--- config.mk ---
export PLATFORM = sky130hd
export DESIGN_NAME = axi_st_d64_slave_concat
export DESIGN_NICKNAME = d
export VERILOG_FILES = /design/src/source/ll_st_pkg.sv /design/src/source/axi_st_d64_slave_concat.sv
export SDC_FILE = /design/constraint.sdc
export NUM_CORES = 1
export LEC_CHECK = 0
export ABC_AREA = 1
export BUFFER_PORTS_ARGS = -buffer_cell sky130_fd_sc_hd__buf_2
export CAP_MARGIN = 20
export CORE_AREA = 2 2 93 95
export CTS_CLUSTER_SIZE = 40
export DETAILED_ROUTE_END_ITERATION = 16
export DIE_AREA = 0 0 95 97
export GPL_ROUTABILITY_DRIVEN = 0
export HOLD_SLACK_MARGIN = 0.1
export PLACE_DENSITY = 0.68
export SLEW_MARGIN = 20
export SYNTH_ARGS = -nofsm -noshare
export SYNTH_HDL_FRONTEND = slang
export SYNTH_SLANG_ARGS = --single-unit
--- constraint.sdc ---
create_clock -name clk_wr -period 1.3 [get_ports clk_wr]
set_clock_uncertainty 0.05 [all_clocks]
set_input_delay 0.26 -clock clk_wr [delete_from_list [all_inputs] [get_ports clk_wr]]
set_output_delay 0.26 -clock clk_wr [all_outputs]
set_load 0.02 [all_outputs]
--- src/source/ll_st_pkg.sv ---
// Single clock, single channel only; gen1 layout splits the 73-bit beat around the marker bit
package ll_st_pkg;

  //////////////////////////////////////////////////
  // Beat and PHY widths

  // Stored beat {tlast, tkeep[7:0], tdata[63:0]}
  localparam int st_data_width = 73;
  localparam int phy_width = 80;

  // Gen1 splits the beat into a low and a high part
  localparam int gen1_lo_width = 37;
  localparam int gen1_hi_width = st_data_width - gen1_lo_width;

  // Receive FIFO size, depth must be a power of two
  localparam int rx_fifo_depth = 128;
  localparam int rx_fifo_ptr_width = 7;

  //////////////////////////////////////////////////
  // Debug status layout

  localparam int dbg_level_lsb = 0;
  localparam int dbg_drop_lsb = 8;
  localparam int dbg_online_bit = 16;
  localparam int dbg_empty_bit = 17;

  // TX PHY word, every other bit is zero
  localparam int tx_credit_bit = 0;
  localparam int tx_strobe_bit = 1;

  //////////////////////////////////////////////////
  // Received PHY word, two layouts of one word

  typedef union packed {
    // Gen2: contiguous data, marker at the top
    struct packed {
      logic marker;
      logic [3:0] spare;
      logic [st_data_width-1:0] data;
      logic strobe;
      logic push;
    } gen2;
    // Gen1: data split around marker at bit 39
    struct packed {
      logic [2:0] spare_hi;
      logic [gen1_hi_width-1:0] data_hi;
      logic spare_lo;
      logic marker;
      logic [gen1_lo_width-1:0] data_lo;
      logic strobe;
      logic push;
    } gen1;
  } rx_phy_word_t;

endpackage

--- src/source/axi_st_d64_slave_concat.sv ---
// m_gen2_mode must be static while words flow; RX marker and spare bits are not used
`timescale 1ns/1ns

module axi_st_d64_slave_concat
  import ll_st_pkg::*;
(
  input  logic                       clk_wr,
  input  logic                       rst_n,
  input  logic                       m_gen2_mode,
  input  logic [phy_width-1:0]       rx_phy0,
  output logic [phy_width-1:0]       tx_phy0,
  output logic                       rx_st_pushbit,
  output logic [st_data_width-1:0]   rx_st_data,
  input  logic                       tx_st_credit,
  input  logic                       tx_online,
  input  logic                       tx_stb_userbit
);

  // Incoming word seen through both layouts
  rx_phy_word_t rx_word;
  logic rx_push_dec;
  logic [st_data_width-1:0] rx_data_dec;

  //////////////////////////////////////////////////
  // Receive unpack

  assign rx_word = rx_phy0;

  // Push sits at bit 0 in both layouts
  assign rx_push_dec = rx_word.gen2.push;

  // Gen1 rejoins the halves around the marker
  assign rx_data_dec = m_gen2_mode ? rx_word.gen2.data :
                       {rx_word.gen1.data_hi, rx_word.gen1.data_lo};

  always_ff @(posedge clk_wr) begin
    if (!rst_n) begin
      rx_st_pushbit <= 1'b0;
    end else begin
      rx_st_pushbit <= rx_push_dec;
    end
  end

  // Payload only, qualified by the push bit
  always_ff @(posedge clk_wr) begin
    rx_st_data <= rx_data_dec;
  end

  //////////////////////////////////////////////////
  // Transmit pack

  // Credits are held back until TX is online
  always_ff @(posedge clk_wr) begin
    if (!rst_n) begin
      tx_phy0 <= '0;
    end else begin
      tx_phy0 <= '0;
      tx_phy0[tx_credit_bit] <= tx_st_credit && tx_online;
      tx_phy0[tx_strobe_bit] <= tx_stb_userbit;
    end
  end

endmodule

======== Yosys cells after proc, flatten, opt, wreduce, memory -nomap -nowiden ========
Cells that the tools add are included.
word-level totals
  register bits ........................... 154
  input bits .............................. 86
  word-level logic and storage cells ...... 6
cells by class
  multiplexer cells ....................... 1
  reduce and logical (&&, ||, !) cells .... 1
operators by type and width
  kind               number
  $mux 73            1
  $logic_and 1x1->1  1

======== Longest topological paths before layout ========
Gate-level depths: netlist of run 1.
  depth in word-level cells ............... 1
  depth in mapped cells ................... 5
  mapped depth without buffers ............ 3

======== Least setup slack after synthesis of run 1 ========
Ideal clock, no wire load.
  path kind ............................... in2reg
  start point ............................. in m_gen2_mode
  end point ............................... reg rx_st_data[40]
  setup time .............................. 112 ps
  arrival time ............................ 643 ps
  data required time ...................... 1,138 ps
  slack ................................... 495 ps
  stages .................................. 5
  buffers on the path ..................... 2
  cells stage by stage .................... buf_6 inv_8 buf_12 nand2_2 nand2_1
between the ends
  cells in the longest elaborated chain, start to end .. 1
ends and longest elaborated chain
  element               RTL line                       RTL
  from (decl)           axi_st_d64_slave_concat.sv:9   input logic m_gen2_mode,
  $mux 73               axi_st_d64_slave_concat.sv:33  assign rx_data_dec = m_gen2_mode ? rx_word.gen2.data :
  net rx_data_dec[40]   axi_st_d64_slave_concat.sv:22  logic [st_data_width-1:0] rx_data_dec;
  to (signal assigned)  axi_st_d64_slave_concat.sv:46  rx_st_data <= rx_data_dec;
  to (decl)             axi_st_d64_slave_concat.sv:13  output logic [st_data_width-1:0] rx_st_data,
The timed path passes the listed nets, and every way through them passes these cells.
A chain may end at the register's enable or synchronous reset.

======== Worst setup path in the final report of run 1 ========
  start point ............................. reg tx_phy0[1]
  end point ............................... out tx_phy0[1]
RTL lines
  element                            RTL line                       RTL
  from (decl)                        axi_st_d64_slave_concat.sv:11  output logic [phy_width-1:0] tx_phy0,
  from (signal, indexed assignment)  axi_st_d64_slave_concat.sv:58  tx_phy0[tx_credit_bit] <= tx_st_credit && tx_online;
  from (signal, indexed assignment)  axi_st_d64_slave_concat.sv:59  tx_phy0[tx_strobe_bit] <= tx_stb_userbit;
No word-level cell between the ends.

==> metrics.cfg, run 1 <==
[power_and_ir_drop]
ir_drop_mv=0.4712
powerDensity_nw_per_um2=1224
p_leak_uw=0.002301

[yosys]
synth_top_cell_by_area=dfxtp_1
ys_ff_latch=76
yosysWarnings=0
ys.flop_type=dfxtp_1
post-synth-top-count-cell=nand2_1
synth_common_cells=nand2_1, buf_4, dfxtp_1
ys_seq_area_frac=0.5722
async_flop_share=0
synth_edf_count=0
netlist_instances=278
synth_top_area_frac=0.5722
synth_area_per_cell_um2=9.564
ys_top_cells_by_area=dfxtp_1, buf_4, nand2_1, nand2_2, buf_6
syn_area_um2=2659
ys_types=10

[routing]
drtIter0Drc=50
vias=2319
drt_first_pass_iters=4
via_per_inst=3.681
drc=0
final_antenna_net_count=0
routed_wl_um=7492
wire_per_inst_um=11.89

[setup_path]
end_kind=output port
slowest_delay_ns=0.34
crit_type=reg -> out
required_ns=0.99
path_cells=buf_2
path_max_fanout=1
endpoint=tx_phy0[1]
cp.buffers_inverters=1
cp.depth=1
start_kind=register
critical_path_arrival_ns=0.84
cp_top_family=flip-flops
cp_slowest_cell=dfxtp_1
critPathLaunch=tx_phy0[1]$_SDFF_PN0_

[placement]
placedCellCount=534
io_buffers=157
post-dp-hpwl_um=4771

[floorplanning]
die_height_um=97
io_pins=240
dieArea_um2=9215
core_area_um2=8134
start_util=0.3269
fp.dieW_um=95
rows=33

[global_route]
antenna_found_initial=0
grtUsageTotal=0.1521
grt_pass1_vias=2250
grt_pass1_wl_um=10670
grt_start_max_net_pins=37
overflow=0

[clock_network]
cts_resized=0
clkTransAtPathRegs_ns=0.09
clockRootBuffer=clkbuf_8
cts_made_buffers=9
holdBufCountCts=80
cts_tree=yes
cts_setup_buffers=0
cts_buffer_depth=2
h-tree-depth=3
cts_sinks=76

[layout]
fin_cells=630
fill_cells=737
diodes=0
area_growth_pct=58.07
multiInputGateArea_um2=738.2
seq_area_um2=1521
drive_above_1_share=0.3524
final_nets=606

[timing]
fin_crit_sh=0.8862
rsz0062_at_grt=false
clock.fmax_mhz=868.0
finalMaxSlewViolations=0
period_minus_slack_ns=1.152
hold_viol=0
setup_viol=0
fin_tns_setup_ns=0

[job]
maxCapViolCount=0

[hold_path]
hp-start=m_gen2_mode
worstHoldPathType=in -> reg

[outcome]
status=completed

==> worst min path at each step <==
stage,endpoint,slack [ns],cells past startpoint
5_1_grt,rx_st_data[45]$_DFF_P_,0.34,4
3_5_place_dp,rx_st_data[31]$_DFF_P_,0.31,1
3_3_place_gp,rx_st_data[29]$_DFF_P_,0.31,1
2_1_floorplan,rx_st_data[0]$_DFF_P_,0.24,0
6_report,rx_st_data[40]$_DFF_P_,0.34,4
4_1_cts,rx_st_data[52]$_DFF_P_,0.32,4
==> sequential cells by signal, summed over array words and instances, names as in the netlist <==
register,count
rx_st_data,73
rx_st_pushbit,1
tx_phy0,2
==> report_power, final <==
| group | internal, µW | leakage, µW | switching (µW) |
|---|---|---|---|
| sequential | 2480 | 0.000641 | 40.3 |
| combinational | 396 | 0.00158 | 638 |
| clock | 706 | 0.0000755 | 882 |
==> cells in the final DEF, fill, tap and decap left out <==
cell type,netlist,routed
clkinvlp_4,0,4
conb_1,1,78
buf_12,1,1
dfxtp_1,76,76
inv_6,0,2
clkbuf_1,0,1
dlygate4sd3_1,0,80
buf_4,80,1
clkbuf_8,0,9
nand2_2,10,10
inv_8,1,1
nand2_1,101,101
buf_2,0,157
nor2_1,1,1
inv_1,3,3
==> layer usage <==
layer	track usage	wire length [µm]	part of all wire
met3	0.04751	759	0.10
met4	0.04794	91	0.012
met2	0.3044	3991	0.53
met5	0	0	0
met1	0.1395	2649	0.35
==> area by class of cell <==
class                   count  area share
well taps                 105     0.03126
multi-input cells         190      0.1756
inverters                   4    0.005359
flip-flops and latches     76      0.3620
clock buffers              10     0.03037
repair buffers            239      0.3840
clock inverters             6     0.01131
==> cells by family (layout without fill, tap and decap cells) <==
kind of cell	Yosys count	in the layout	share of synthesized area
simple gates	112	112	0.1675
buf+inv	89	259	0.2588
flops	76	76	0.5722
other cells	1	78	0.001410
==> stage by stage <==
step                area (µm²)  hold WS, ns    util  total power [µW]  setup slack, ns
floorplan                 2948       0.2377       -              3284           0.4950
global placement          3227       0.3142  0.3967              3395           0.3748
detailed placement        3227       0.3139  0.3967              3406           0.3581
CTS                       4203       0.3154  0.5167              5208           0.1131
global route              4203       0.3374  0.5167              5402          0.09423
finish                    4203       0.3354  0.5167              5143           0.1479
Power figures use the tool's default switching activity.
==> inputs of run 2 (changes only) <==
CORE_AREA = default   (was 2 2 93 95)
CORE_MARGIN = 2   (was default)
CORE_UTILIZATION = 30   (was default)
CTS_BUF_LIST = sky130_fd_sc_hd__clkbuf_16   (was default)
DIE_AREA = default   (was 0 0 95 97)
PLACE_DENSITY = 0.64   (was 0.68)
==> run 2 against run 1 <==
Combinational power about the same. Global-route usage down 0.51 points. Cell area up 1.6%. Flip-flop and latch count unchanged. Hold slack worse by 0.23 ns. Via count up 0.26%. Final cell count down 0.63%. Die area up 4.5%. Critical path type unchanged. Largest cell class unchanged.
==> metrics.cfg, run 2 (same netlist as run 1, synthesis figures left out) <==
[timing]
setup_viol=0
rsz0062_at_grt=false
fin_crit_sh=0.8954
setup_ws_ns=0.1360
period_minus_slack_ns=1.164
finalMaxSlewViolations=0
clock.fmax_mhz=859.1
fin_tns_setup_ns=0
hold_viol=0

[setup_path]
critPathLaunch=rx_st_data[36]$_DFF_P_
cp.buffers_inverters=1
required_ns=0.99
cp_slowest_cell=dfxtp_1
path_max_fanout=1
path_cells=buf_2
cp_top_family=flip-flops
start_kind=register
slowest_delay_ns=0.36
end_kind=output port
critical_path_arrival_ns=0.85
crit_type=reg -> out

[floorplanning]
dieArea_um2=9631
start_util=0.3064
core_area_um2=8678
io_pins=240
die_height_um=98.14
rows=34
fp.dieW_um=98.14

[placement]
place_area_um2=3226
io_buffers=157
post-dp-hpwl_um=4702
place_ws_ns=0.2041
placedCellCount=538

[clock_network]
cts_made_buffers=9
cts_setup_buffers=0
clockRootBuffer=clkbuf_16
cts_tree=yes
h-tree-depth=3
clkTransAtPathRegs_ns=0.06
cts_sinks=76
cts_buffer_depth=2

[routing]
drt_first_pass_iters=6
vias=2325
routed_wl_um=7555
wire_per_inst_um=12.07
via_per_inst=3.714
final_antenna_net_count=0
drc=0
drtIter0Drc=62

[global_route]
grt_pass1_wl_um=10980
grt_pass1_vias=2162
grtUsageTotal=0.1470
antenna_found_initial=0
grt_start_max_net_pins=37
overflow=0

[layout]
seq_area_um2=1521
multiInputGateArea_um2=738.2
final_nets=600
final_common_cell=buf_2
reg.largest.list=rx_st_data: 73 flops, tx_phy0: 2 flops, rx_st_pushbit: 1 flops
final_cell_area_um2=4272
regMostFlops=rx_st_data
drive_above_1_share=0.3591
largest_reg_flops=73
layout_common_cells=buf_2, nand2_1, conb_1, dfxtp_1, dlygate4sd3_1
area_growth_pct=60.66
fin_cells=626
diodes=0
fill_cells=803

[power_and_ir_drop]
p_leak_uw=0.002348
total_power_uw=6126
ir_drop_mv=0.5665
powerDensity_nw_per_um2=1434

[outcome]
status=completed

[hold_path]
worstHoldPathType=in -> reg
holdPathEnd=rx_st_data[50]$_DFF_P_
whs_path_depth=3
hp-start=rx_phy0[54]

[job]
maxCapViolCount=0

run 2: layer usage:
metal / vias to the layer above / GRT usage / wire (µm)
met5: - / 0 / 0
met4: 0 / 0.04004 / 42
met3: 4 / 0.05011 / 654
met2: 146 / 0.2819 / 4039
met1: 1031 / 0.1511 / 2817
li1: 1144 / - / -
run 2: area by class of cell:
class,count,share of cell area
timing repair buffer,233,0.3603
sequential,76,0.3562
multi-input combinational,190,0.1728
clock buffer,9,0.05272
tap,108,0.03163
clock inverter,6,0.02109
inverter,4,0.005272
run 2: per-stage QoR:
stage | hold WS, ns | util
after floorplan | 0.2377 | -
after global placement | 0.3130 | 0.3717
after detailed placement | 0.3137 | 0.3717
after CTS | 0.1013 | 0.4922
after global routing | 0.1090 | 0.4922
final | 0.1080 | 0.4922
run 2: worst max-delay path by stage:
stage	depth (start not counted)	endpoint
3_5_place_dp	4	rx_st_data[38]$_DFF_P_
4_1_cts	1	rx_st_data[10]
5_1_grt	1	rx_st_data[36]
6_report	1	rx_st_data[36]
2_1_floorplan	5	rx_st_data[40]$_DFF_P_
3_3_place_gp	4	rx_st_data[50]$_DFF_P_
run 2: repair_timing:
action                                  CTS  global route
gates resized for setup                   0             0
hold buffers                             73             0
endpoints found under the setup margin    0             0
endpoints found under the hold margin    71             0
run 2: where the power goes:
group	total [µW]	switching (µW)	leakage, µW	internal [µW]
registers	2530	41.8	0.000641	2490
logic	1020	636	0.00156	380
clock network	2580	911	0.000151	1670
==> inputs of run 3 (changes only) <==
GPL_TIMING_DRIVEN = 0   (was default)
PLACE_DENSITY = 0.66   (was 0.64)
clock period = 1 ns   (was 1.3 ns; I/O delays follow)
==> run 3 against run 2 <==
Via count is 12% higher. Non-clock buffer count up 89. Count of clock-buffer cells in the layout is the same. Combinational power grew 83%. Critical path type unchanged. Largest power group unchanged. The flow now finishes with violations (negative setup slack). Clock power increased by 41%. Critical path depth is the same. Sequential power rose by 33%. Highest routed layer unchanged.
==> metrics.cfg, run 3 (same netlist as run 1, synthesis figures left out) <==
[outcome]
status=finished with violations
failed_checks=negative setup slack

[global_route]
overflow=0
grt_pass1_vias=2691
antenna_found_initial=0
grt_pass1_wl_um=13330
grtUsageTotal=0.1750
grt_start_max_net_pins=14

[routing]
vias=2606
routed_wl_um=8821
via_per_inst=3.645
drt_first_pass_iters=4
drc=0
final_antenna_net_count=0
wire_per_inst_um=12.34
drtIter0Drc=75

[floorplanning]
die_height_um=98.14
rows=34
dieArea_um2=9631
io_pins=240
fp.dieW_um=98.14
core_area_um2=8678
start_util=0.3064

[setup_path]
cp_top_family=flip-flops
critical_path_arrival_ns=0.77
required_ns=0.75
end_kind=output port
cp_slowest_cell=dfxtp_2
slowest_delay_ns=0.33
start_kind=register
cp.buffers_inverters=1
path_cells=buf_6
crit_type=reg -> out
path_max_fanout=1

[hold_path]
worstHoldPathType=in -> reg

[timing]
clock.fmax_mhz=978.2
finalMaxSlewViolations=0
fin_tns_setup_ns=-0.4361
setup_viol=62
setup_ws_ns=-0.02227
hold_viol=0
rsz0062_at_grt=true
period_minus_slack_ns=1.022
fin_crit_sh=1.022

[clock_network]
clockRootBuffer=clkbuf_16
cts_setup_buffers=0
cts_buffer_depth=2
cts_made_buffers=9
cts_sinks=76
h-tree-depth=3
cts_tree=yes
clkTransAtPathRegs_ns=0.06

[layout]
reg.largest.list=rx_st_data: 73 flops, tx_phy0: 2 flops, rx_st_pushbit: 1 flops
drive_above_1_share=0.5651
regMostFlops=rx_st_data
final_nets=689
layout_common_cells=nand2_1, dlygate4sd3_1, buf_6, buf_4, buf_2
area_growth_pct=110.0
diodes=0
final_common_cell=nand2_1
fin_util=0.6433
largest_reg_flops=73
fin_cells=715

[placement]
io_buffers=156
place_ws_ns=0.1526
placedCellCount=619
post-dp-hpwl_um=5383

[job]
maxCapViolCount=0

[power_and_ir_drop]
p_leak_uw=0.003001
powerDensity_nw_per_um2=1589
ir_drop_mv=1.076

## run 3: changes by cell type in the layout (fill, tap and decap cells not counted), sizes merged
cell | previous run | this run
buf | 160 | 241
bufinv | 2 | 3
dlygate4sd3 | 73 | 81
clkinvlp | 1 | 0
inv | 4 | 5
clkinv | 3 | 2
## run 3: stage by stage
stage | total power (µW) | hold WS, ns | cell area (µm²)
3_5_place_dp | 4686 | 0.2539 | 3864
2_1_floorplan | 4269 | 0.1777 | 2948
3_3_place_gp | 4671 | 0.2538 | 3864
5_1_grt | 9206 | 0.1091 | 5583
6_report | 8872 | 0.1051 | 5583
4_1_cts | 8894 | 0.1014 | 5582
## run 3: worst paths after layout
check	from	endpoint	slack, ns	depth (start not counted)
worst max-delay path	rx_st_data[30]$_DFF_P_	rx_st_data[30]	-0.02	1
worst min-delay path	m_gen2_mode	rx_st_data[37]$_DFF_P_	0.11	3
## run 3: area by class of cell
cell class,count,area [µm²]
clock inverter,6,112.6
inverter,4,22.52
sequential,76,1617
clock buffer,9,225.2
fill,664,3095
buffer,85,665.6
multi-input combinational,190,738.2
timing repair buffer,237,2067
tap,108,135.1
## run 3: timing repair
item	CTS	global route
hold endpoints to repair	76	0
gates resized for setup	227	1
setup endpoints to repair	76	76
hold buffers	81	0
## run 3: power breakdown
| group | total, µW | internal (µW) | switching (µW) |
|---|---|---|---|
| clock network | 3630 | 2430 | 1200 |
| registers | 3370 | 3270 | 100 |
| logic | 1870 | 969 | 896 |
## run 3: metal layers
metal / global-route usage / wire, µm / up-vias / part of all wire
li1: - / - / 1323 / -
met1: 0.1914 / 3400 / 1110 / 0.39
met2: 0.3224 / 4430 / 161 / 0.50
met3: 0.06442 / 856 / 12 / 0.097
met4: 0.04004 / 133 / 0 / 0.015
met5: 0 / 0 / - / 0
