### src/source/ll_auto_sync.sv
// Delay counts are sampled live and should stay constant while the link is online
`timescale 1ns/1ns

module ll_auto_sync (
  input  logic        clk_wr,
  input  logic        rst_n,
  input  logic        tx_online,
  input  logic        rx_online,
  input  logic [15:0] delay_x_value,
  input  logic [15:0] delay_y_value,
  input  logic [15:0] delay_z_value,
  output logic        tx_online_delay,
  output logic        rx_online_delay,
  output logic        tx_auto_stb_userbit
);

  // RX hold-off counter
  logic [15:0] rx_cnt;
  // TX hold-off counter, one bit wider for delay_y + 1
  logic [16:0] tx_cnt;
  // Strobe burst length counter
  logic [15:0] stb_cnt;
  logic rx_ready;
  logic tx_ready;
  logic tx_rise;

  // Hold-off expired
  assign rx_ready = rx_cnt >= delay_x_value;
  assign tx_ready = tx_cnt > {1'b0, delay_y_value};

  // TX side about to come online this edge
  assign tx_rise = tx_online && tx_ready && !tx_online_delay;

  //////////////////////////////////////////////////
  // RX online delay

  always_ff @(posedge clk_wr) begin
    if (!rst_n) begin
      rx_cnt <= '0;
      rx_online_delay <= 1'b0;
    end else if (!rx_online) begin
      // Drop immediately and restart the count
      rx_cnt <= '0;
      rx_online_delay <= 1'b0;
    end else begin
      if (!rx_ready) begin
        rx_cnt <= rx_cnt + 16'd1;
      end
      rx_online_delay <= rx_ready;
    end
  end

  //////////////////////////////////////////////////
  // TX online delay

  always_ff @(posedge clk_wr) begin
    if (!rst_n) begin
      tx_cnt <= '0;
      tx_online_delay <= 1'b0;
    end else if (!tx_online) begin
      tx_cnt <= '0;
      tx_online_delay <= 1'b0;
    end else begin
      if (!tx_ready) begin
        tx_cnt <= tx_cnt + 17'd1;
      end
      tx_online_delay <= tx_ready;
    end
  end

  //////////////////////////////////////////////////
  // Strobe burst, starts with tx_online_delay

  always_ff @(posedge clk_wr) begin
    if (!rst_n) begin
      tx_auto_stb_userbit <= 1'b0;
      stb_cnt <= '0;
    end else if (!tx_online) begin
      tx_auto_stb_userbit <= 1'b0;
      stb_cnt <= '0;
    end else if (tx_rise) begin
      // Zero length means no burst at all
      tx_auto_stb_userbit <= delay_z_value != 16'd0;
      stb_cnt <= 16'd1;
    end else if (tx_auto_stb_userbit) begin
      if (stb_cnt >= delay_z_value) begin
        tx_auto_stb_userbit <= 1'b0;
      end else begin
        stb_cnt <= stb_cnt + 16'd1;
      end
    end
  end

  // Delayed RX online must follow a low rx_online within one edge
  rx_delay_follows_online: assert property (
    @(posedge clk_wr) disable iff (!rst_n)
    !rx_online |=> !rx_online_delay
  ) else $error("rx_online_delay high after rx_online low");

endmodule

### config.mk
export PLATFORM = sky130hd
export DESIGN_NAME = ll_auto_sync
export DESIGN_NICKNAME = d
export VERILOG_FILES = /design/src/source/ll_auto_sync.sv
export SDC_FILE = /design/constraint.sdc
export NUM_CORES = 1
export LEC_CHECK = 0
export ABC_CLOCK_PERIOD_IN_PS = 3440
export BUFFER_PORTS_ARGS = -buffer_cell sky130_fd_sc_hd__buf_2
export CORE_ASPECT_RATIO = 0.5
export CORE_MARGIN = 3
export CORE_UTILIZATION = 58
export DETAILED_ROUTE_END_ITERATION = 6
export PLACE_DENSITY = 0.78
export SETUP_SLACK_MARGIN = 0.3
export SYNTH_ARGS = -nofsm -noshare
export SYNTH_HDL_FRONTEND = slang
export SYNTH_SLANG_ARGS = --single-unit
### constraint.sdc
create_clock -name clk_wr -period 3.44 [get_ports clk_wr]
set_clock_uncertainty 0.1 [all_clocks]
set_input_delay 1.032 -clock clk_wr [delete_from_list [all_inputs] [get_ports clk_wr]]
set_output_delay 1.032 -clock clk_wr [all_outputs]
set_load 0.01 [all_outputs]
# After elaboration in Yosys (flattened, before gate mapping)
# Cells that the tools add are included.
dict set report word_totals {
  romBits 0
  latch_bits 0
  ramBits 0
  regBits 52
  n_memories 0
}
dict set report op_classes {
  n_addsub 3
  multipliers 0
  muxes 6
  n_div 0
  bitwise_logic 3
  n_eq_ne 1
  magnitude_cmp 3
  reduce_logical 10
  n_shift 0
}
# cell n
set ops {}
lappend ops {{adder 16 x 1 -> 16 bit, second input constant} 2}
lappend ops {{greater-or-equal comparator 16 bit} 2}
lappend ops {{adder 17 x 1 -> 17 bit, second input constant} 1}
lappend ops {{> comparator 17 x 16 -> 1 bit} 1}
lappend ops {{nonzero test 16 bit} 1}
lappend ops {{AND reduction 2 bit} 4}
lappend ops {{two-way mux 1 bit} 6}
lappend ops {{inverter 1 bit} 3}
lappend ops {{OR reduction 3 bit} 1}
lappend ops {{logical AND 1 bit} 2}
lappend ops {{!= test 2 bit, second input constant} 1}
lappend ops {{nonzero test 2 bit} 1}
lappend ops {{logical NOT 1 bit} 1}

# Depth between registers and ports, before layout
# Gate-level depths: netlist of run 1.
dict set report logic_depth {
  ltp_word 5
  mapped_depth 10
  ltp_nobuf 8
}

# Worst setup path after synthesis of run 1
# Ideal clock, no wire load.
dict set report synth_timing {
  kind {input -> register}
  from {input port delay_y_value[15]}
  to {register tx_cnt[8]}
  path_slack_ns 0.198
  setup_ns 0.072
  arrival_ns 3.070
  path_buffers 2
  path_stages 9
  t_required_ns 3.268
  path_cell_list {inv_1 -> ha_1 -> nand4b_4 -> or3_4 -> or3_2 -> buf_2 -> buf_2 -> a21oi_1 -> mux2i_1}
}
dict set report synth_via {
  elab_chain_cells 1
}
# element line
set synth_lines {}
lappend synth_lines {{start: declaration} 10} ;# input logic [15:0] delay_y_value,
lappend synth_lines {{> comparator 17 x 16 -> 1 bit} 29} ;# assign tx_ready = tx_cnt > {1'b0, delay_y_value};
lappend synth_lines {{end signal: assignment} 65} ;# tx_cnt <= tx_cnt + 17'd1;
lappend synth_lines {{end: declaration} 20} ;# logic [16:0] tx_cnt;
# Every way passes these cells.
# A chain may end at the register's enable or synchronous reset.

# Worst setup path after layout of run 1
dict set report layout_timing {
  from {input port delay_y_value[15]}
  to {register tx_cnt[7]}
}
# Same word-level chain as after synthesis.

==> reports/qor.yml, run 1 <==
min_period_ns: 3.01
clkSlewWorstSetupHoldPaths_ns: 0.07
leakage_nw: 1.99
gp_congestion: 0.863
synth_top_cell_by_area: "dfxtp_1"
synth_compound_area_share_pct: 16.9
min_path_type: "reg2reg"
cp_max_fo: 17
crit_family: "simple AND/OR/NAND/NOR gates"
synth_xor_xnor_area_share_pct: 3.45
yosys.area_share.simple_pct: 25.7
drive_above_1_share_pct: 16.0
cp_num_buf_inv: 2
whs_path_depth: 2
area_growth_pct: 15.7
grt_pass1_wl_mm: 14.3
muxShareOfSynthArea_pct: 2.37
grt_pass1_vias: 3180
gr-usage-all-layers_pct: 22.4
synth_top_area_share_pct: 27.4
clock_tree.buffer_depth: 2
hold_path_end: "rx_cnt[15]"
grt_max_degree: 24
syn_avg_cell_area_um2: 8.01
r2r_setup_slack_ns: 0.88
fin_setup_tns_ns: 0
power.internal_mw: 1.00
timing.rr.start: "tx_cnt[13]"
hold_violations: 0
die_y_um: 63.3
path_class: "in2reg"
synthCells: 475
crit_path_start_kind: "input pin"
synth_nets: 578
final_cell_area_mm2: 0.00440
power_density_mw_per_mm2: 295
ctsHoldBuffers: 0
ant_nets: 0
core_mm2: 0.00621
overflow: 0
vdd_ir_drop_max_mv: 0.199
power.total_mw: 1.30
worst_path_max_delay_cell: "or3_2"
worstRegToRegCells: 6
die_area_mm2: 0.00763
first_iter_violations: 209
ys_warn_count: 0
end_kind: "flip-flop"
start_util_pct: 61.3
wl_per_cell_um: 13.4
drc: 0
ios: 55
cts_buffers: 5
cap_viol_max_count: 0
row_count: 20
cp.required_ns: 3.56
ys_seq_area_share_pct: 27.4
io_buffers: 54
setup_viol_count_final: 0
drt_wl_total_mm: 8.27
vias_per_cell: 5.65
swShare_pct: 22.8
synth_edf_count: 0
cts-root-buf: "clkbuf_16"
yosys.area_share.adder_pct: 16.8
antenna_found_initial: 0
ys_async_sr_fraction_pct: 0
drv_slew: 0
insertion_delay_ns: 0.29
critPathMaxStageDelay_ns: 0.69
ys_seq_elements: 52
placed_cell_area_mm2: 0.00419
die_w_um: 121
synth_area_mm2: 0.00380
tightest_slew_ns: 0.782
via_count: 3493
synth_common_cells: "dfxtp_1 (52), inv_1 (52), ha_1 (51)"
place_hpwl_mm: 6.29
reg2reg_to: "tx_cnt[7]"
antenna-diode-count: 0
status: "completed"
worstHoldStart: "rx_cnt[15]"
cts_sinks: 52
rsz0062_at_grt: "false"
yosys_most_used_dff: "dfxtp_1"
max_freq_mhz: 332
nNetsFinal: 632
synth.area.top_cells: "dfxtp_1 (27%), ha_1 (17%), a21oi_1 (5.1%)"
finalCritPeriodShare_pct: 87.5
htree_levels: 2
seqPwrFrac_pct: 46.9
p_sw_mw: 0.295
path_cells: "buf_2 > inv_1 > ha_4 > nand4b_4 > or3_4 > or3_2 > a2111o_1 > o21ai_0"
power_frac_clock_pct: 44.4
cts_tree: "done"
p_comb_share_pct: 8.8
slew_headroom_pct: 47.8
cp.arrival_ns: 3.13
synth_top_family_by_area: "simple AND/OR/NAND/NOR gates"
dr.pass1.iters: 4
netlist-cell-type-count: 47
power by group through the flow:
| stage | registers [mW] | logic (mW) | clock network (mW) |
|---|---|---|---|
| 6_report | 0.608 | 0.114 | 0.576 |
| 4_1_cts | 0.608 | 0.111 | 0.581 |
| 3_3_place_gp | 0.622 | 0.108 | 0 |
| 2_1_floorplan | 0.620 | 0.0662 | 0 |
| 5_1_grt | 0.608 | 0.132 | 0.610 |
| 3_5_place_dp | 0.622 | 0.111 | 0 |
cell families (layout without fill, tap and decap cells):
| logic type | after synthesis | after routing |
|---|---|---|
| simple gates | 180 | 180 |
| compound gates | 100 | 100 |
| buf+inv | 68 | 123 |
| flops | 52 | 52 |
| fa+ha+maj | 51 | 51 |
| xor+xnor | 15 | 15 |
| mux | 9 | 9 |
per-stage QoR:
stage          hold WS, ns  util, %  setup slack [ns]  cells
4_1_cts              0.394     70.3             0.317    617
3_3_place_gp         0.373     67.6            0.0645    609
2_1_floorplan        0.355        -             0.316    475
6_report             0.399     70.9             0.430    618
3_5_place_dp         0.384     67.6            0.0288    609
5_1_grt              0.427     70.9             0.304    618
layout by cell type, fill, tap and decap left out, types with 3 or more instances in the layout:
cell,Yosys,layout
buf_2,3,54
inv_1,52,52
dfxtp_1,52,52
ha_1,51,49
nand2_1,46,46
a21oi_1,39,38
nand3_1,27,27
o21ai_0,23,23
nor2_1,23,22
nand4_1,19,19
xor2_1,14,14
or4_1,13,13
nor4_1,13,13
nand2b_1,12,12
mux2i_1,9,9
o31ai_1,8,8
a2111o_1,7,7
buf_4,1,7
and3_1,6,6
o211ai_1,5,5
clkbuf_16,0,5
nor3_1,4,4
and4_1,4,4
o21a_1,3,3
and2_1,3,3
a31oi_1,3,3
what timing repair did:
| action | in CTS | in global routing |
|---|---|---|
| setup endpoints to repair | 0 | 30 |
| gates resized for setup | 0 | 3 |
| buffers inserted | 0 | 1 |
worst min-delay path: stages (launching register included):
cell and delay [ns]:
dfxtp_1 0.33, o31ai_1 0.07, a21oi_1 0.06
layer usage:
metal	GRT usage, %	wire length (um)	vias up
met4	3.81	69	0
met2	37.5	3620	77
met5	0	0	-
met3	3.32	422	6
li1	-	-	1828
met1	31.2	4160	1582
state kept, by name, indices dropped and copies added, names as in the netlist:
register             flops
tx_online_delay          1
tx_auto_stb_userbit      1
tx_cnt                  17
rx_cnt                  16
rx_online_delay          1
stb_cnt                 16
cell type report:
class	count	area, um^2
Tap cell	88	110
Multi-Input combinational cell	355	2530
Fill cell	536	1810
Inverter	53	206
Clock inverter	3	46.3
Clock buffer	5	125
Timing Repair Buffer	62	343
Sequential cell	52	1040
how the worst max path moves through the flow:
stage,startpoint,end,slack [ns],depth (start not counted)
detailed placement,delay_z_value[0],stb_cnt[15],0.03,8
CTS,delay_y_value[15],stb_cnt[3],0.32,9
finish,delay_y_value[15],tx_cnt[7],0.43,8
global placement,delay_y_value[15],stb_cnt[12],0.06,9
floorplan,delay_y_value[15],tx_auto_stb_userbit,0.32,9
global route,delay_y_value[13],tx_cnt[11],0.30,8
Power figures use the tool's default switching activity.
==> run 2: changes to the inputs <==
--- a/config.mk
+++ b/config.mk
@@ -5,11 +5,13 @@
 export SDC_FILE = /design/constraint.sdc
 export NUM_CORES = 1
 export LEC_CHECK = 0
+export ABC_AREA = 1
 export ABC_CLOCK_PERIOD_IN_PS = 3440
 export BUFFER_PORTS_ARGS = -buffer_cell sky130_fd_sc_hd__buf_2
+export CAP_MARGIN = 0
 export CORE_ASPECT_RATIO = 0.5
 export CORE_MARGIN = 3
-export CORE_UTILIZATION = 58
+export CORE_UTILIZATION = 59
 export DETAILED_ROUTE_END_ITERATION = 6
 export PLACE_DENSITY = 0.78
 export SETUP_SLACK_MARGIN = 0.3
==> reports/qor.yml, run 2 <==
status: "completed"
die_w_um: 126
synth_top_area_share_pct: 24.6
cp_num_buf_inv: 3
clkSlewWorstSetupHoldPaths_ns: 0.07
dp.cells: 741
vdd_ir_drop_max_mv: 0.202
synth_top_cell_by_area: "dfxtp_1"
whs_path_depth: 2
fill_cells: 587
place_hpwl_mm: 6.88
max_freq_mhz: 369
drv_slew: 0
cts_sinks: 52
tightest_slew_ns: 0.588
io_buffers: 54
worst_path_max_delay_cell: "nand2_2"
slew_headroom_pct: 60.7
end_kind: "flip-flop"
largest_reg_flops: 17
yosys.area_share.simple_pct: 32.7
clock_tree.buffer_depth: 2
r2r_setup_slack_ns: 1.10
nNetsFinal: 759
via_count: 3912
grt_pass1_vias: 3652
hold_path_end: "tx_cnt[16]"
wl_per_cell_um: 11.9
synth_area_mm2: 0.00423
crit_path_start_kind: "input pin"
ios: 55
core_mm2: 0.00681
synth.area.top_cells: "dfxtp_1 (25%), ha_1 (15%), nand2_1 (12%)"
final_common_cell: "nand2_1"
yosys_most_used_dff: "dfxtp_1"
row_count: 21
dr.pass1.iters: 4
grt_pass1_wl_mm: 16.1
path_cells: "buf_2 > inv_1 > ha_1 > a21oi_1 > o21ai_1 > a21oi_1 > nand3_2 > nand2_2 > inv_1 > nor2_1 > nor2_1"
cts-root-buf: "clkbuf_16"
finalCritPeriodShare_pct: 78.8
worstHoldStart: "tx_cnt[16]"
die_area_mm2: 0.00828
placed_cell_area_mm2: 0.00453
power_density_mw_per_mm2: 262
cp.required_ns: 3.52
cp_max_fo: 25
cap_viol_max_count: 0
htree_levels: 2
worstRegToRegCells: 9
syn_avg_cell_area_um2: 6.99
synth_compound_area_share_pct: 10.4
timing.rr.start: "tx_cnt[10]"
cts_tree: "done"
rsz0062_at_grt: "false"
grt_max_degree: 26
cts_resized: 0
synth_edf_count: 0
cp.arrival_ns: 2.79
crit_family: "simple AND/OR/NAND/NOR gates"
fin_ws_ns: 0.731
gr-usage-all-layers_pct: 23.3
ys_seq_elements: 52
synth_top_family_by_area: "simple AND/OR/NAND/NOR gates"
reg2reg_to: "tx_cnt[1]"
die_y_um: 65.9
synth_xor_xnor_area_share_pct: 7.25
path_class: "in2reg"
hold_violations: 0
ant_nets: 0
power.total_mw: 1.22
gp_congestion: 0.832
regMostFlops: "tx_cnt"
first_iter_violations: 240
drt_wl_total_mm: 8.91
setup_viol_count_final: 0
overflow: 0
cts_buffers: 5
leakage_nw: 2.15
critPathMaxStageDelay_ns: 0.42
ys_async_sr_fraction_pct: 0
ctsHoldBuffers: 0
vias_per_cell: 5.22
area_growth_pct: 10.7
multi_input_area_mm2: 0.00277
final_cell_area_mm2: 0.00468
yosys.area_share.adder_pct: 15.1
final_cells: 749
synth_nets: 708
min_period_ns: 2.71
layout_common_cells: "nand2_1 (139), inv_1 (78), a21oi_1 (55)"
fin_setup_tns_ns: 0
synthCells: 605
min_path_type: "reg2reg"
post_cts_buffers: 0
drive_above_1_share_pct: 15.8
synth_most_common_cell: "nand2_1"
seq_area_mm2: 0.00104
pre_cts_ws_ns: 0.429
start_util_pct: 62.1
antenna-diode-count: 0
antenna_found_initial: 0
reg_top3: "tx_cnt x17, rx_cnt x16, stb_cnt x16"
synth_common_cells: "nand2_1 (139), inv_1 (78), a21oi_1 (55)"
ys_seq_area_share_pct: 24.6
netlist-cell-type-count: 39
drc: 0
ys_warn_count: 0
muxShareOfSynthArea_pct: 0
insertion_delay_ns: 0.29
-- run 2: cell types whose count changed after synthesis, sizes merged, moves of 8 or more --
cell,before,now
nor2,23,55
nor3,4,15
a21oi,39,65
xnor2,1,14
or4,13,0
o31ai,9,0
o21ai,23,9
nand3,27,49
nand2,46,146
inv,53,83
nor4,13,5
nand2b,13,0
mux2i,9,0
-- run 2: per-stage QoR --
stage                     util, %  hold WS [ns]
after floorplan                 -         0.353
after global placement       66.6         0.370
after detailed placement     66.6         0.376
after CTS                    68.8         0.384
after global routing         68.8         0.410
final                        68.8         0.380
-- run 2: layout make-up --
type	count	share of cell area, %
timing repair buffer	56	6.10
sequential	52	22.2
inverter	86	6.98
tap	92	2.46
clock buffer	8	3.13
multi-input combinational	455	59.1
-- run 2: where the power goes --
| part | internal (mW) | switching [mW] |
|---|---|---|
| Clock | 0.291 | 0.219 |
| Sequential | 0.604 | 0.00336 |
| Combinational | 0.0461 | 0.0605 |
-- run 2: how the worst max path moves through the flow --
| stage | slack [ns] | from | to | cells after the start |
|---|---|---|---|---|
| 2_1_floorplan | 0.95 | delay_y_value[12] | stb_cnt[5] | 13 |
| 3_3_place_gp | 0.47 | delay_y_value[12] | tx_cnt[1] | 11 |
| 3_5_place_dp | 0.43 | delay_y_value[12] | tx_cnt[0] | 12 |
| 6_report | 0.73 | delay_y_value[10] | tx_cnt[1] | 11 |
| 4_1_cts | 0.73 | delay_y_value[12] | tx_cnt[0] | 12 |
| 5_1_grt | 0.45 | delay_y_value[14] | tx_cnt[0] | 11 |
-- run 2: cell families (layout without fill, tap and decap cells) --
kind of cell             count (synthesis)  count (layout)
adder cells (fa/ha/maj)                 51              51
flip-flops                              52              52
AO/OA/AOI/OAI                           78              78
AND/OR/NAND/NOR                        291             291
buffers and inverters                   98             150
XOR/XNOR                                35              35
-- run 2: metal layers --
layer  wire [um]  track usage [%]  vias up
li1            -                -     2081
met1        4520             30.9     1761
met2        3920             39.8       62
met3         390             4.19        8
met4          79             5.48        0
met5           0                0        -
-- run 2: tightest hold or removal path, cell delays in order (launching register included) --
cell and delay [ns]:
dfxtp_1 0.32, inv_2 0.06, a21oi_1 0.05
==> run 3: changes to the inputs <==
--- a/config.mk
+++ b/config.mk
@@ -6,7 +6,7 @@
 export NUM_CORES = 1
 export LEC_CHECK = 0
 export ABC_AREA = 1
-export ABC_CLOCK_PERIOD_IN_PS = 3440
+export ABC_CLOCK_PERIOD_IN_PS = 2600
 export BUFFER_PORTS_ARGS = -buffer_cell sky130_fd_sc_hd__buf_2
 export CAP_MARGIN = 0
 export CORE_ASPECT_RATIO = 0.5
==> constraint.sdc (replaced) <==
create_clock -name clk_wr -period 2.6 [get_ports clk_wr]
set_clock_uncertainty 0.1 [all_clocks]
set_input_delay 0.78 -clock clk_wr [delete_from_list [all_inputs] [get_ports clk_wr]]
set_output_delay 0.78 -clock clk_wr [all_outputs]
set_load 0.01 [all_outputs]
==> reports/qor.yml, run 3 (same netlist as run 2, synthesis figures left out) <==
insertion_delay_ns: 0.30
status: "completed"
regMostFlops: "tx_cnt"
dr.pass1.iters: 5
power_density_mw_per_mm2: 369
cts_tree: "done"
cap_viol_max_count: 0
die_area_mm2: 0.00828
worst_path_max_delay_cell: "ha_1"
crit_family: "simple AND/OR/NAND/NOR gates"
antenna-diode-count: 0
vias_per_cell: 5.24
path_class: "in2reg"
cts-root-buf: "clkbuf_16"
drive_above_1_share_pct: 19.1
min_period_ns: 2.21
end_kind: "flip-flop"
tightest_slew_ns: 0.546
place_hpwl_mm: 7.10
layout_common_cells: "nand2_1 (136), inv_1 (78), buf_2 (54)"
die_w_um: 126
ctsHoldBuffers: 0
hold_violations: 0
slew_headroom_pct: 63.5
cts_sinks: 52
htree_levels: 2
first_iter_violations: 231
overflow: 0
wl_per_cell_um: 12.4
reg_top3: "tx_cnt x17, rx_cnt x16, stb_cnt x16"
nNetsFinal: 772
cts_buffers: 5
ios: 55
antenna_found_initial: 0
drc: 0
largest_reg_flops: 17
rsz0062_at_grt: "true"
cp_max_fo: 12
drt_wl_total_mm: 9.44
finalCritPeriodShare_pct: 85.1
die_y_um: 65.9
final_common_cell: "nand2_1"
setup_viol_count_final: 0
cpMostUsedCell: "nand2_2"
seqPwrFrac_pct: 44.2
p_comb_share_pct: 8.2
grt_pass1_vias: 3536
swShare_pct: 21.9
core_mm2: 0.00681
grt_max_degree: 26
cp.required_ns: 2.70
row_count: 21
min_path_type: "reg2reg"
cp_num_buf_inv: 4
ant_nets: 0
io_buffers: 54
max_freq_mhz: 452
crit_path_start_kind: "input pin"
grt_pass1_wl_mm: 15.9
start_util_pct: 62.1
leakage_nw: 2.26
power_frac_clock_pct: 47.6
critPathMaxStageDelay_ns: 0.30
area_growth_pct: 16.5
cp.arrival_ns: 2.31
power.internal_mw: 1.42
clock_tree.buffer_depth: 2
fin_setup_tns_ns: 0
p_sw_mw: 0.397
gp_congestion: 0.823
power.total_mw: 1.82
drv_slew: 0
clkSlewWorstSetupHoldPaths_ns: 0.07
via_count: 3993
vdd_ir_drop_max_mv: 0.266
path_cells: "buf_2 > inv_1 > ha_1 > nand2_2 > nor2_4 > nand2_2 > clkinv_2 > nand4_1 > nand3_2 > nand2_4 > clkbuf_16 > o21ai_0 > nor2_1"
gr-usage-all-layers_pct: 23.1
## run 3: path summary, 6_finish.rpt
check / from / to / slack (ns) / depth (start not counted)
min: rx_cnt[14] / rx_cnt[14] / 0.40 / 2
min reg2reg: rx_cnt[14] / rx_cnt[14] / 0.40 / 2
max: delay_y_value[15] / tx_cnt[1] / 0.39 / 13
max reg2reg: tx_cnt[10] / tx_auto_stb_userbit / 0.57 / 10
## run 3: worst register-to-register path, stage by stage, from the launching register on
cell	delay [ns]
dfxtp_1	0.47
ha_1	0.30
a21oi_1	0.15
o21ai_1	0.10
a21oi_2	0.18
nand3_2	0.17
buf_4	0.18
buf_4	0.13
nand4_1	0.06
nand2_1	0.05
nor2_1	0.09
## run 3: area by class of cell
| class | count | area [um^2] |
|---|---|---|
| multi-input combinational | 455 | 2830 |
| fill | 574 | 1880 |
| inverter | 86 | 327 |
| tap | 92 | 115 |
| timing repair buffer | 69 | 425 |
| clock buffer | 5 | 125 |
| sequential | 52 | 1040 |
| clock inverter | 3 | 68.8 |
## run 3: layer usage
layer | track usage, % | up-vias | routed length [um]
met5 | 0 | - | 0
met4 | 5.75 | 0 | 120
met3 | 4.60 | 14 | 620
met2 | 37.5 | 109 | 4190
met1 | 31.7 | 1759 | 4510
li1 | - | 2111 | -
## run 3: what timing repair did
action	CTS	global route
gates resized for setup	0	14
setup endpoints to repair	0	35
buffers inserted	0	1
## run 3: stage by stage
step,setup slack (ns),hold WS [ns],utilization [%],area (um^2),instances
4_1_cts,0.353,0.395,71.0,4830,760
6_report,0.386,0.399,72.4,4930,762
3_5_place_dp,0.0967,0.385,68.2,4640,752
5_1_grt,0.288,0.415,72.4,4930,762
2_1_floorplan,0.359,0.353,-,4230,605
3_3_place_gp,0.141,0.377,68.2,4640,752
## run 3: power groups by stage
| stage | Combinational [mW] | Sequential, mW | Clock [mW] |
|---|---|---|---|
| 2_1_floorplan | 0.0895 | 0.821 | 0 |
| 3_3_place_gp | 0.140 | 0.822 | 0 |
| 3_5_place_dp | 0.144 | 0.822 | 0 |
| 4_1_cts | 0.145 | 0.803 | 0.876 |
| 5_1_grt | 0.174 | 0.803 | 0.911 |
| 6_report | 0.149 | 0.803 | 0.864 |
